--- config.mk ---
export PLATFORM = sky130hd
export DESIGN_NAME = fetch_stage
export DESIGN_NICKNAME = d
export VERILOG_FILES = /design/src/hw/fe_types_pkg.sv /design/src/hw/bus_pkg.sv /design/src/hw/fe_addr_gen.sv /design/src/hw/btb_predictor.sv /design/src/hw/ifb.sv /design/src/hw/fetch_stage.sv
export VERILOG_INCLUDE_DIRS = /design/src /design/src/include
export SDC_FILE = /design/constraint.sdc
export NUM_CORES = 1
export LEC_CHECK = 0
export ABC_AREA = 1
export BUFFER_PORTS_ARGS = -buffer_cell sky130_fd_sc_hd__buf_2
export CORE_UTILIZATION = 29
export CTS_CLUSTER_DIAMETER = 200
export DETAILED_ROUTE_END_ITERATION = 12
export SLEW_MARGIN = 20
export SYNTH_ARGS = -nofsm -noshare
export SYNTH_HDL_FRONTEND = slang
export SYNTH_SLANG_ARGS = --single-unit
--- constraint.sdc ---
create_clock -name s_clk_i -period 8.6 [get_ports s_clk_i]
set_input_delay 0.86 -clock s_clk_i [delete_from_list [all_inputs] [get_ports s_clk_i]]
set_output_delay 0.86 -clock s_clk_i [all_outputs]
set_load 0.03 [all_outputs]
--- src/include/fe_consts.svh ---
`ifndef FE_CONSTS_SVH
`define FE_CONSTS_SVH

// IFB entries, credit check in the address generator needs at least 3
`define FE_IFB_DEPTH 4

// Direct-mapped BTB size, keep it a power of two
`define FE_BTB_ENTRIES 8

// First fetch address after reset
`define FE_RESET_VECTOR 32'h0000_0100

`endif

--- src/hw/fe_types_pkg.sv ---
package fe_types_pkg;

    typedef logic [31:0] fe_addr_t;     // Byte address
    typedef logic [31:0] fe_instr_t;    // Raw instruction word

    // Result of one fetch
    typedef enum logic {
        FETCH_OK     = 1'b0,
        FETCH_BUSERR = 1'b1             // Bus answered with an error
    } fe_status_e;

    // One word held in the fetch buffer
    typedef struct packed {
        fe_instr_t  instr;
        fe_addr_t   addr;
        fe_status_e status;
        logic       pred;               // Next fetch was redirected by the BTB
    } ifb_entry_t;

    // Branch resolution from execute
    typedef struct packed {
        logic     valid;
        logic     taken;                // Taken writes, not taken invalidates
        fe_addr_t br_addr;
        fe_addr_t target;
    } pred_update_t;

    // Word handed to decode
    typedef struct packed {
        fe_instr_t  instr;
        fe_addr_t   addr;
        fe_status_e status;
        logic       pred;
    } fe_out_t;

endpackage

--- src/hw/bus_pkg.sv ---
package bus_pkg;

    typedef logic [31:0] ahb_addr_t;
    typedef logic [31:0] ahb_data_t;

    // Only the two transfer types a single-beat read master needs
    typedef enum logic [1:0] {
        IDLE   = 2'b00,
        NONSEQ = 2'b10
    } htrans_e;

    // Master to slave, read only so no hwrite or hwdata
    typedef struct packed {
        ahb_addr_t haddr;
        htrans_e   htrans;
    } ahb_req_t;

    // Slave to master
    typedef struct packed {
        ahb_data_t hrdata;
        logic      hready;              // Data phase done, next address accepted
        logic      hresp;               // Error when high together with hready
    } ahb_rsp_t;

endpackage

--- src/hw/fe_addr_gen.sv ---
`timescale 1ns/100ps
`include "fe_consts.svh"

module fe_addr_gen
    import fe_types_pkg::*, bus_pkg::*;
(
    input  logic                                 s_clk_i,
    input  logic                                 rst_n_i,
    input  logic                                 flush_i,        // Redirect from later stage
    input  fe_addr_t                             flush_addr_i,
    input  logic                                 pred_hit_i,     // BTB hit on FE0 address
    input  fe_addr_t                             pred_target_i,
    input  logic                                 pred_disable_i,
    input  logic [$clog2(`FE_IFB_DEPTH+1)-1:0]   ifb_count_i,    // Occupied IFB entries
    input  ahb_rsp_t                             ahb_rsp_i,
    output ahb_req_t                             ahb_req_o,
    output fe_addr_t                             lookup_addr_o,
    output logic                                 ifb_push_o,
    output ifb_entry_t                           ifb_entry_o
);
    localparam int CNT_W = $clog2(`FE_IFB_DEPTH + 1);

    // FE0 is the address phase
    typedef struct packed {
        fe_addr_t addr;
        logic     utd;                  // Request is live and its data is wanted
    } fe0_reg_t;

    // FE1 is the data phase, or a parked redirect while the bus stalls
    typedef struct packed {
        fe_addr_t addr;
        logic     utd;
        logic     pred;                 // Word was predicted taken
        logic     redir;                // addr holds a redirect waiting for FE0
    } fe1_reg_t;

    fe0_reg_t           fe0_q, fe0_d;
    fe1_reg_t           fe1_q, fe1_d;
    logic               bus_stall;
    logic               pred_taken;
    logic               ifb_available;
    logic [CNT_W-1:0]   ifb_free;
    logic [1:0]         in_flight;

    // Pending address phase cannot move while hready is low
    assign bus_stall  = fe0_q.utd & ~ahb_rsp_i.hready;
    assign pred_taken = fe0_q.utd & pred_hit_i & ~pred_disable_i;

    // Credit rule, free entries must exceed requests already on the bus
    assign ifb_free      = CNT_W'(`FE_IFB_DEPTH) - ifb_count_i;
    assign in_flight     = {1'b0, fe0_q.utd} + {1'b0, fe1_q.utd};
    assign ifb_available = ifb_free > CNT_W'(in_flight);

    assign ahb_req_o.haddr  = {fe0_q.addr[31:2], 2'b00};   // Word aligned fetch
    assign ahb_req_o.htrans = fe0_q.utd ? NONSEQ : IDLE;
    assign lookup_addr_o    = fe0_q.addr;

    // Completed data phase goes to the IFB unless it was dropped
    assign ifb_push_o         = ahb_rsp_i.hready & fe1_q.utd & ~flush_i;
    assign ifb_entry_o.instr  = ahb_rsp_i.hrdata;
    assign ifb_entry_o.addr   = fe1_q.addr;
    assign ifb_entry_o.status = ahb_rsp_i.hresp ? FETCH_BUSERR : FETCH_OK;
    assign ifb_entry_o.pred   = fe1_q.pred;

    always_comb begin : fe1_update
        fe1_d = fe1_q;                                  // Hold while data phase waits
        if (flush_i && bus_stall) begin
            // FE0 is frozen on the bus, park the flush target here
            fe1_d.addr  = flush_addr_i;
            fe1_d.utd   = 1'b0;
            fe1_d.pred  = 1'b0;
            fe1_d.redir = 1'b1;
        end else if (flush_i || (ahb_rsp_i.hready && fe1_q.redir)) begin
            fe1_d.utd   = 1'b0;                         // Whatever arrives next is stale
            fe1_d.pred  = 1'b0;
            fe1_d.redir = 1'b0;
        end else if (ahb_rsp_i.hready) begin
            fe1_d.addr  = fe0_q.addr;                   // FE0 accepted, enters data phase
            fe1_d.utd   = fe0_q.utd;
            fe1_d.pred  = pred_taken;
            fe1_d.redir = 1'b0;
        end
    end

    always_comb begin : fe0_update
        fe0_d = fe0_q;
        if (!bus_stall) begin
            if (flush_i) begin
                fe0_d.addr = flush_addr_i;              // IFB is emptied, no credit check
                fe0_d.utd  = 1'b1;
            end else if (fe1_q.redir) begin
                fe0_d.addr = fe1_q.addr;                // Parked redirect finally issues
                fe0_d.utd  = 1'b1;
            end else if (fe0_q.utd) begin
                // Request accepted, pick the following address
                fe0_d.addr = pred_taken ? pred_target_i : fe0_q.addr + 32'd4;
                fe0_d.utd  = ifb_available;
            end else begin
                fe0_d.utd  = ifb_available;             // Idle until buffer space frees
            end
        end
    end

    always_ff @(posedge s_clk_i) begin
        if (!rst_n_i) begin
            fe0_q.addr  <= `FE_RESET_VECTOR;
            fe0_q.utd   <= 1'b0;
            fe1_q.utd   <= 1'b0;
            fe1_q.pred  <= 1'b0;
            fe1_q.redir <= 1'b0;
        end else begin
            fe0_q       <= fe0_d;
            fe1_q.utd   <= fe1_d.utd;
            fe1_q.pred  <= fe1_d.pred;
            fe1_q.redir <= fe1_d.redir;
        end
    end

    always_ff @(posedge s_clk_i) begin
        fe1_q.addr <= fe1_d.addr;                       // Only meaningful with utd or redir
    end

endmodule

--- src/hw/btb_predictor.sv ---
`timescale 1ns/100ps
`include "fe_consts.svh"

module btb_predictor
    import fe_types_pkg::*;
(
    input  logic         s_clk_i,
    input  logic         rst_n_i,
    input  fe_addr_t     lookup_addr_i,     // FE0 address
    input  pred_update_t pred_upd_i,        // Resolution from execute
    output logic         hit_o,
    output fe_addr_t     target_o
);
    localparam int IDX_W = $clog2(`FE_BTB_ENTRIES);
    localparam int TAG_W = 32 - IDX_W - 2;

    typedef logic [IDX_W-1:0] btb_idx_t;
    typedef logic [TAG_W-1:0] btb_tag_t;

    typedef struct packed {
        btb_tag_t tag;
        fe_addr_t target;
    } btb_entry_t;

    logic [`FE_BTB_ENTRIES-1:0] valid_q;
    btb_entry_t                 entry_q [`FE_BTB_ENTRIES];
    btb_idx_t                   lk_idx;
    btb_tag_t                   lk_tag;
    btb_idx_t                   up_idx;
    btb_tag_t                   up_tag;
    logic                       up_match;

    // Index by word address, tag is the rest
    assign lk_idx = lookup_addr_i[IDX_W+1:2];
    assign lk_tag = lookup_addr_i[31:IDX_W+2];
    assign up_idx = pred_upd_i.br_addr[IDX_W+1:2];
    assign up_tag = pred_upd_i.br_addr[31:IDX_W+2];

    // Lookup is purely combinational so FE0 can redirect in the same cycle
    assign hit_o    = valid_q[lk_idx] & (entry_q[lk_idx].tag == lk_tag);
    assign target_o = entry_q[lk_idx].target;

    assign up_match = valid_q[up_idx] & (entry_q[up_idx].tag == up_tag);

    always_ff @(posedge s_clk_i) begin
        if (!rst_n_i) begin
            valid_q <= '0;                                  // Empty after reset
        end else if (pred_upd_i.valid) begin
            if (pred_upd_i.taken) begin
                valid_q[up_idx] <= 1'b1;                    // Taken allocates or replaces
            end else if (up_match) begin
                valid_q[up_idx] <= 1'b0;                    // Not taken drops own entry only
            end
        end
    end

    // Tag and target storage
    always_ff @(posedge s_clk_i) begin
        if (pred_upd_i.valid && pred_upd_i.taken) begin
            entry_q[up_idx].tag    <= up_tag;
            entry_q[up_idx].target <= pred_upd_i.target;
        end
    end

endmodule

--- src/hw/ifb.sv ---
`timescale 1ns/100ps
`include "fe_consts.svh"

module ifb
    import fe_types_pkg::*;
(
    input  logic                                 s_clk_i,
    input  logic                                 rst_n_i,
    input  logic                                 flush_i,    // Drop all entries
    input  logic                                 push_i,
    input  ifb_entry_t                           entry_i,
    input  logic                                 pop_i,      // Decode ready
    output logic                                 valid_o,
    output fe_out_t                              out_o,
    output logic [$clog2(`FE_IFB_DEPTH+1)-1:0]   count_o
);
    localparam int DEPTH = `FE_IFB_DEPTH;
    localparam int PTR_W = $clog2(DEPTH);
    localparam int CNT_W = $clog2(DEPTH + 1);

    typedef logic [PTR_W-1:0] ifb_ptr_t;

    ifb_entry_t       mem_q [DEPTH];
    ifb_ptr_t         wr_ptr_q, rd_ptr_q;
    logic [CNT_W-1:0] count_q;
    ifb_entry_t       head;
    logic             do_push, do_pop;

    // Circular increment, depth need not be a power of two
    function automatic ifb_ptr_t ptr_inc(input ifb_ptr_t ptr);
        return (ptr == ifb_ptr_t'(DEPTH - 1)) ? '0 : ptr + 1'b1;
    endfunction

    assign valid_o = count_q != '0;
    assign count_o = count_q;
    assign do_push = push_i & ~flush_i;
    assign do_pop  = pop_i & valid_o & ~flush_i;    // Transfer on valid and ready

    assign head          = mem_q[rd_ptr_q];
    assign out_o.instr   = head.instr;
    assign out_o.addr    = head.addr;
    assign out_o.status  = head.status;
    assign out_o.pred    = head.pred;

    always_ff @(posedge s_clk_i) begin
        if (!rst_n_i || flush_i) begin
            wr_ptr_q <= '0;
            rd_ptr_q <= '0;
            count_q  <= '0;
        end else begin
            if (do_push) wr_ptr_q <= ptr_inc(wr_ptr_q);
            if (do_pop)  rd_ptr_q <= ptr_inc(rd_ptr_q);
            case ({do_push, do_pop})
                2'b10:   count_q <= count_q + 1'b1;
                2'b01:   count_q <= count_q - 1'b1;
                default: count_q <= count_q;        // Both or neither
            endcase
        end
    end

    // Entry storage, readable one cycle after the push
    always_ff @(posedge s_clk_i) begin
        if (do_push) begin
            mem_q[wr_ptr_q] <= entry_i;
        end
    end

endmodule

--- src/hw/fetch_stage.sv ---
`timescale 1ns/100ps
`include "fe_consts.svh"

module fetch_stage
    import fe_types_pkg::*, bus_pkg::*;
(
    input  logic         s_clk_i,
    input  logic         rst_n_i,
    output ahb_req_t     ahb_req_o,          // Instruction bus master
    input  ahb_rsp_t     ahb_rsp_i,
    input  logic         flush_i,            // Redirect from later stage
    input  fe_addr_t     flush_addr_i,
    input  pred_update_t pred_upd_i,
    input  logic         pred_disable_i,
    output logic         fe_valid_o,         // Decode handshake
    input  logic         fe_ready_i,
    output fe_out_t      fe_out_o
);
    localparam int CNT_W = $clog2(`FE_IFB_DEPTH + 1);

    fe_addr_t         lookup_addr;
    logic             pred_hit;
    fe_addr_t         pred_target;
    logic             ifb_push;
    ifb_entry_t       ifb_entry;
    logic [CNT_W-1:0] ifb_count;

    // Address phase, data phase and bus control
    fe_addr_gen u_addr_gen (
        .s_clk_i        (s_clk_i),
        .rst_n_i        (rst_n_i),
        .flush_i        (flush_i),
        .flush_addr_i   (flush_addr_i),
        .pred_hit_i     (pred_hit),
        .pred_target_i  (pred_target),
        .pred_disable_i (pred_disable_i),
        .ifb_count_i    (ifb_count),
        .ahb_rsp_i      (ahb_rsp_i),
        .ahb_req_o      (ahb_req_o),
        .lookup_addr_o  (lookup_addr),
        .ifb_push_o     (ifb_push),
        .ifb_entry_o    (ifb_entry)
    );

    btb_predictor u_btb (
        .s_clk_i       (s_clk_i),
        .rst_n_i       (rst_n_i),
        .lookup_addr_i (lookup_addr),   // Looked up with the FE0 address
        .pred_upd_i    (pred_upd_i),
        .hit_o         (pred_hit),
        .target_o      (pred_target)
    );

    // Fetched words waiting for decode
    ifb u_ifb (
        .s_clk_i (s_clk_i),
        .rst_n_i (rst_n_i),
        .flush_i (flush_i),
        .push_i  (ifb_push),
        .entry_i (ifb_entry),
        .pop_i   (fe_ready_i),
        .valid_o (fe_valid_o),
        .out_o   (fe_out_o),
        .count_o (ifb_count)
    );

endmodule

==> results by group, run 1 <==
Outcome
  – Status: complete, no violations

Floorplan
  – Core region area: approximately 130000 um2
  – Die width: between 300 and 400 um
  – Num rows: 130
  – Starting Density: 0.293
  – Die area: around 130000 um2
  – I/O pin cnt: 238
  – Die Span Y: between 300 and 400 um

Critical path
  – Setup CP Type: reg -> reg
  – CP max stage cell: buf_4
  – Peak fanout along the critical path: 89
  – CP cell instances: inv_6 > buf_4 > nand2_1 > nand3_1 > nand3_1 > nand3_1 > nand4_1 > nor2_1 > nand2_1 > nor2_1 > nand2_2 > nand2_1 > nand2_1 > nand3b_1 > a21oi_1
  – Worst setup EP type: register
  – CP delay by family, top: simple AND/OR/NAND/NOR gates
  – Startpoint types: register
  – WP data arrival: 4.99 ns
  – CP most frequent cell: nand2_1
  – Max incr delay on CP: approximately 0.83 ns
  – CP required: 9.19 ns
  – Critical path buffer and inverter count: 2

STA
  – Count of final setup violators: 0
  – Tcrit/Tclk final: 0.512
  – RSZ-0062 raised after global routing: no
  – Clock Skew: between 0.02 and 0.03 ns
  – Slew Limit Fails: 0
  – Max_slew headroom: 0.257
  – Hold WS: approximately 0.4 ns
  – Final min period: between 4 and 5 ns
  – Worst-Margin Slew: 1.11 ns
  – Achievable Freq: 227 MHz
  – Final hold viol count: 0
  – Setup tns final: 0 ns

Power
  – Pleak: between 0.015 and 0.02 uW
  – Power Density: ~210 nW/um2
  – Peak VDD IR: about 0.00014 V
  – Switch Pwr: 2230 uW
  – Clock share of power: 0.403
  – Sequential power share: 0.508
  – Switching share of power: 0.249
  – Internal Power: between 6000 and 7000 uW
  – Comb power frac: 0.088

Placed design
  – RD Place Congestion: 0.895
  – Detail Placement HPWL: between 70000 and 80000 um
  – Number of port buffers: 232
  – Cells after DPL: approximately 5200
  – Area after DPL: between 30000 and 40000 um2

Clocking
  – Post-CTS sizing: 0
  – Root Driver: clkbuf_16
  – H-tree Lvls: 3
  – Num CTS Buffers: 84
  – CTS tree: built
  – # clock sinks: 824
  – Longest Clk Path Bufs: 3
  – Hold buffers post-CTS: 0
  – Clk_lat worst skew: approximately 0.67 ns
  – Post-CTS Repair Setup Buffers: 0
  – Clock transition at path regs: 0.06 ns

Detailed routing
  – DRT Pass-1 Iters: 6
  – Via/cell ratio: approximately 5.0
  – Drt first-iter violations: 3047
  – Routed WL per cell: between 20 and 25 um
  – Final wirelength: ~120000 um
  – Number of routed nets with antenna violations: 0
  – Drc violations: 0
  – Via count: between 20000 and 30000

GRT
  – First-pass GRT wire length: ~170000 um
  – Vias in the first global route: ~25000
  – Total gr overflow: 0
  – GRT Resource Usage Total: 0.179
  – Largest net degree at the start of global routing: 90
  – Initial antenna violation count: 33

Synthesis
  – Async SR Flop Fraction: 0
  – Gate count of the mapped netlist: between 3000 and 4000
  – Synth area leader: edfxtp_1
  – Synth Warn #: 0
  – Ys flop type: edfxtp_1
  – Register bit count reported by yosys: a little over 800
  – Area contributors post-synth: edfxtp_1, nand2_1, o21ai_0, nor2_1, inv_1
  – Number of flops mapped to enable cells by yosys: ~770
  – Synth Area per Inst: 10.4 um2
  – Unique masters post-synth: 45
  – Seq/Total Area, Yosys: 0.658
  – Yosys top cell area share: 0.628
  – Mapped cell area: 36700 um2

Finish
  – Commonest non-fill, non-tap cells in the layout: edfxtp_1, nand2_1, nor2_1
  – Number of fill cells: 12679
  – Share of layout cells above drive strength 1: 0.114
  – Design Area, Final: ~42000 um2
  – Layout Cells excl Fill: approximately 5400
  – Nets: ~3800
  – Area delta synth->final: 14.3%
  – Commonest non-fill, non-tap cell in the layout: edfxtp_1
  – Utilization after layout: 0.334

Worst hold path
  – Hold/Removal Path Class: in -> reg

Run
  – Maxcap violations: 0
[layer usage]
| layer | share of wire | up-vias | GRT usage |
|---|---|---|---|
| met4 | 0.025 | 26 | 0.0475 |
| met3 | 0.12 | 225 | 0.0556 |
| met2 | 0.44 | 1246 | 0.272 |
| met1 | 0.42 | 13115 | 0.245 |
| met5 | 0.0014 | - | 0 |
| li1 | - | 12522 | - |
[state kept, by name (all words and copies together) (netlist names), named ones only]
signal                    count
u_ifb.count_o                 3
u_addr_gen.fe1_q              2
u_addr_gen.ifb_entry_o       33
u_ifb.rd_ptr_q                2
u_addr_gen.fe0_q              1
u_ifb.wr_ptr_q                2
u_btb.entry_q               472
u_addr_gen.lookup_addr_o     32
u_ifb.mem_q                 264
[cell type report]
type / count / area (um2) / area share
sequential: 824 / 24200 / 0.576
clock inverter: 48 / 469 / 0.0112
multi-input combinational: 2120 / 10100 / 0.242
antenna: 7 / 17.5 / 0.000417
clock buffer: 103 / 2200 / 0.0525
inverter: 369 / 1390 / 0.0332
tap: 1650 / 2060 / 0.0492
timing repair buffer: 276 / 1490 / 0.0355
[Yosys cell counts, types with 2 or more instances]
| cell | count |
|---|---|
| xor2_1 | 28 |
| buf_1 | 9 |
| dfxtp_1 | 56 |
| o21a_1 | 2 |
| xnor2_1 | 5 |
| buf_2 | 47 |
| ha_1 | 12 |
| or2_2 | 2 |
| o221ai_1 | 31 |
| a21oi_1 | 106 |
| nand3b_1 | 4 |
| o21ai_0 | 326 |
| a32o_1 | 6 |
| a21o_1 | 5 |
| a21boi_0 | 2 |
| buf_4 | 41 |
| nand3_1 | 261 |
| nor2_1 | 384 |
| clkbuf_1 | 119 |
| nor4_1 | 5 |
| inv_1 | 367 |
| nand4_1 | 12 |
| nand2_1 | 685 |
| edfxtp_1 | 768 |
| nor2_2 | 2 |
| buf_6 | 12 |
| nor3_1 | 18 |
| o21ai_1 | 5 |
| a221oi_1 | 3 |
| o22ai_1 | 201 |
| a22oi_1 | 2 |
[power groups by stage]
stage               sequential, uW  combinational, uW  clock [uW]
finish                        4550                791        3610
global route                  4560                864        3830
CTS                           4550                781        3670
detailed placement            4630                777           0
global placement              4630                770           0
floorplan                     4580                508           0
[final timing paths]
kind         cells after the start                   startpoint  slack [ns]                     endpoint
max                             15                     register        4.20  u_addr_gen.lookup_addr_o[0]
min                              1                ahb_rsp_i[24]        0.41           u_ifb.mem_q[3][56]
max reg2reg                     15                     register        4.20  u_addr_gen.lookup_addr_o[0]
min reg2reg                      2  u_addr_gen.lookup_addr_o[0]        0.47  u_addr_gen.lookup_addr_o[0]
[metrics by stage]
step	setup WS (ns)	total power, uW
global route	3.88	9250
CTS	4.22	9000
global placement	3.78	5400
detailed placement	3.76	5410
floorplan	3.87	5090
finish	4.20	8950
[kinds of logic after synthesis]
| logic type | share of synthesized area |
|---|---|
| adder cells (fa/ha/maj) | 0.00463 |
| AND/OR/NAND/NOR | 0.153 |
| AO/OA/AOI/OAI | 0.107 |
| XOR/XNOR | 0.00787 |
| flip-flops | 0.658 |
| buffers and inverters | 0.0698 |
| other | 0.000102 |
Power figures use the tool's default switching activity.
==> run 2: changes to the inputs <==
--- a/config.mk
+++ b/config.mk
@@ -6,7 +6,7 @@
 export SDC_FILE = /design/constraint.sdc
 export NUM_CORES = 1
 export LEC_CHECK = 0
-export ABC_AREA = 1
+export ABC_AREA = 0
 export BUFFER_PORTS_ARGS = -buffer_cell sky130_fd_sc_hd__buf_2
 export CORE_UTILIZATION = 29
 export CTS_CLUSTER_DIAMETER = 200
==> constraint.sdc (replaced) <==
create_clock -name s_clk_i -period 4.4 [get_ports s_clk_i]
set_input_delay 0.44 -clock s_clk_i [delete_from_list [all_inputs] [get_ports s_clk_i]]
set_output_delay 0.44 -clock s_clk_i [all_outputs]
set_load 0.03 [all_outputs]
==> results by group, run 2 <==
Placed design
  – RD Place Congestion: 0.857
  – Number of port buffers: 232
  – DP Worst Slack: 0.688 ns
  – Detail Placement HPWL: approximately 67000 um

Detailed routing
  – Via/cell ratio: 5.24
  – Routed WL per cell: 26.1 um
  – Drc violations: 0
  – Via count: about 20000
  – Drt first-iter violations: ~2300
  – Number of routed nets with antenna violations: 0
  – Final wirelength: approximately 100000 um
  – DRT Pass-1 Iters: 8

Synthesis
  – Synth Warn #: 0
  – Unique masters post-synth: between 60 and 70
  – Register bit count reported by yosys: 824
  – Post-Synth Adder-Cell Area: 0.00491
  – Ys flop type: edfxtp_1
  – Async SR Flop Fraction: 0
  – Number of flops mapped to enable cells by yosys: about 770
  – Synth Area in Compound Gates: 0.0657
  – Post-synthesis mux area share: 0.148
  – Seq/Total Area, Yosys: 0.698
  – Synth area leader: edfxtp_1
  – Xor/xnor cell area share of the yosys netlist: 0.0167
  – Area contributors post-synth: edfxtp_1, mux4_2, dfxtp_1, mux2i_1, a22oi_1
  – Yosys top cell area share: 0.666
  – Mapped cell area: roughly 35000 um2
  – Gate count of the mapped netlist: 1957
  – Simple-gate share of the synthesized area: 0.0403
  – Synth Area per Inst: 17.7 um2
  – Largest family of logic cells by synthesized area: multiplexers
  – Count leader, synth: edfxtp_1
  – Most instantiated cells after synthesis: edfxtp_1, mux4_2, a22oi_1, mux2i_1, clkbuf_1

Clocking
  – Clk_lat worst skew: between 0.6 and 0.7 ns
  – Clock transition at path regs: approximately 0.06 ns
  – Num CTS Buffers: 82
  – # clock sinks: between 800 and 900
  – Root Driver: clkbuf_16
  – Post-CTS sizing: 0
  – Longest Clk Path Bufs: 3
  – H-tree Lvls: 3
  – CTS tree: built

Finish
  – Nets: ~2400
  – Share of layout cells above drive strength 1: 0.279
  – Commonest non-fill, non-tap cells in the layout: edfxtp_1, buf_2, mux4_2
  – Top reg by flops: u_btb.entry_q
  – Commonest non-fill, non-tap cell in the layout: edfxtp_1
  – Area delta synth->final: 17.4%
  – Max reg flops: between 400 and 500

Worst hold path
  – Hold Crit Endpoint: u_ifb.mem_q[1][57]
  – Hold Path Depth: 1
  – Hold Startpoint: ahb_rsp_i[25]
  – Hold/Removal Path Class: in -> reg

GRT
  – Initial antenna violation count: 49
  – GRT Resource Usage Total: 0.161
  – Total gr overflow: 0
  – Largest net degree at the start of global routing: 70
  – First-pass GRT wire length: about 140000 um
  – Vias in the first global route: slightly below 20000

Critical path
  – Peak fanout along the critical path: 30
  – R2r endpoint: u_addr_gen.lookup_addr_o[5]
  – Reg2reg path depth: 11
  – Setup CP Type: reg -> reg
  – WP data arrival: around 4.2 ns
  – CP required: between 4 and 5 ns
  – Startpoint types: register
  – Worst setup EP type: register
  – R2R setup slack: 0.70 ns

Floorplan
  – Die Span Y: 348 um
  – Die area: between 100000 and 150000 um2
  – Starting Density: 0.293
  – Die width: roughly 350 um
  – I/O pin cnt: approximately 240
  – Num rows: approximately 130
  – Core region area: 118000 um2

Run
  – Maxcap violations: 0

STA
  – Count of final setup violators: 0
  – Setup tns final: 0 ns
  – Tcrit/Tclk final: 0.840
  – Final min period: ~3.7 ns
  – Hold WS: ~0.03 ns
  – RSZ-0062 raised after global routing: no
  – Final hold viol count: 0
  – Slew Limit Fails: 0
  – Worst-Margin Slew: 1.06 ns
  – PnR worst setup slack: 0.704 ns
  – Max_slew headroom: 0.295
  – Clock Skew: 0.0284 ns
  – Achievable Freq: around 270 MHz

Power
  – Peak VDD IR: ~0.00031 V
  – Power Density: ~430 nW/um2
  – Pleak: 0.0132 uW

Outcome
  – Status: complete, no violations
run 2: cell count changes after synthesis, sizes merged, moves of 46 or more:
cell,previous run,this run
nand3,262,29
nor2,387,49
mux4,0,162
mux2,0,66
nand2,686,38
a21oi,106,37
clkbuf,119,73
inv,369,19
mux2i,0,74
o21ai,331,43
a22oi,2,74
o22ai,201,28
run 2: metrics by stage:
| stage | area (um2) | util | cells | total power, uW |
|---|---|---|---|---|
| after floorplan | 34700 | - | 1959 | 9920 |
| after global placement | 37600 | 0.318 | 3628 | 10500 |
| after detailed placement | 37600 | 0.318 | 3629 | 10500 |
| after CTS | 40600 | 0.344 | 3808 | 17600 |
| after global routing | 40700 | 0.344 | 3813 | 18000 |
| final | 40700 | 0.344 | 3829 | 17500 |
run 2: worst max path at each step:
stage | from | to | slack [ns] | depth (start not counted)
finish | register | u_addr_gen.lookup_addr_o[5] | 0.70 | 11
CTS | register | u_addr_gen.lookup_addr_o[5] | 0.67 | 12
global placement | register | u_addr_gen.lookup_addr_o[10] | 0.71 | 11
detailed placement | register | u_addr_gen.lookup_addr_o[5] | 0.69 | 12
global route | register | u_addr_gen.lookup_addr_o[18] | 0.44 | 12
floorplan | pred_upd_i[34] | register | 0.74 | 6
run 2: cells by family (layout without fill, tap and decap cells):
logic type / count (synthesis) / after routing
AOI/OAI and AO/OA: 316 / 316
xor gates and xnor gates: 66 / 66
adders and majority gates: 13 / 13
buffers and inverters: 179 / 492
DFF: 824 / 824
muxes: 302 / 302
other: 1 / 24
and+or+nand+nor: 256 / 256
run 2: timing repair:
action | in CTS | in global routing
buffers inserted | 0 | 0
hold buffers | 30 | 0
hold endpoints to repair | 109 | 0
run 2: layout make-up:
class                           instances  area, um2
Inverter                               19       71.3
Clock inverter                         45        553
Tap cell                             1536       1920
Timing Repair Buffer                  324       2060
Sequential cell                       824      24200
Antenna cell                           21       52.6
Fill cell                           11199      77500
Multi-Input combinational cell        956       9670
Clock buffer                          104       2160
run 2: metal layers:
| metal | wire length [um] | share of wire | global-route usage |
|---|---|---|---|
| met5 | 216 | 0.0022 | 0 |
| met4 | 1950 | 0.019 | 0.0406 |
| met3 | 10800 | 0.11 | 0.0567 |
| met2 | 46300 | 0.46 | 0.252 |
| met1 | 40800 | 0.41 | 0.211 |
run 2: where the power goes:
| part | internal (uW) | total [uW] | switching (uW) |
|---|---|---|---|
| registers | 8730 | 8920 | 196 |
| clock network | 4050 | 7070 | 3010 |
| logic | 586 | 1470 | 880 |
| total | 13400 | 17500 | 4090 |
run 2: critical path, cell delays in order (launching register included):
cell       delay, ns
dfxtp_4         0.58
buf_4           0.35
mux4_2          0.34
mux2i_1         0.54
xor2_1          0.22
o2111ai_1       0.17
nor4_1          0.30
nand3_2         0.13
buf_4           0.31
buf_4           0.26
mux2i_1         0.20
a21oi_1         0.09
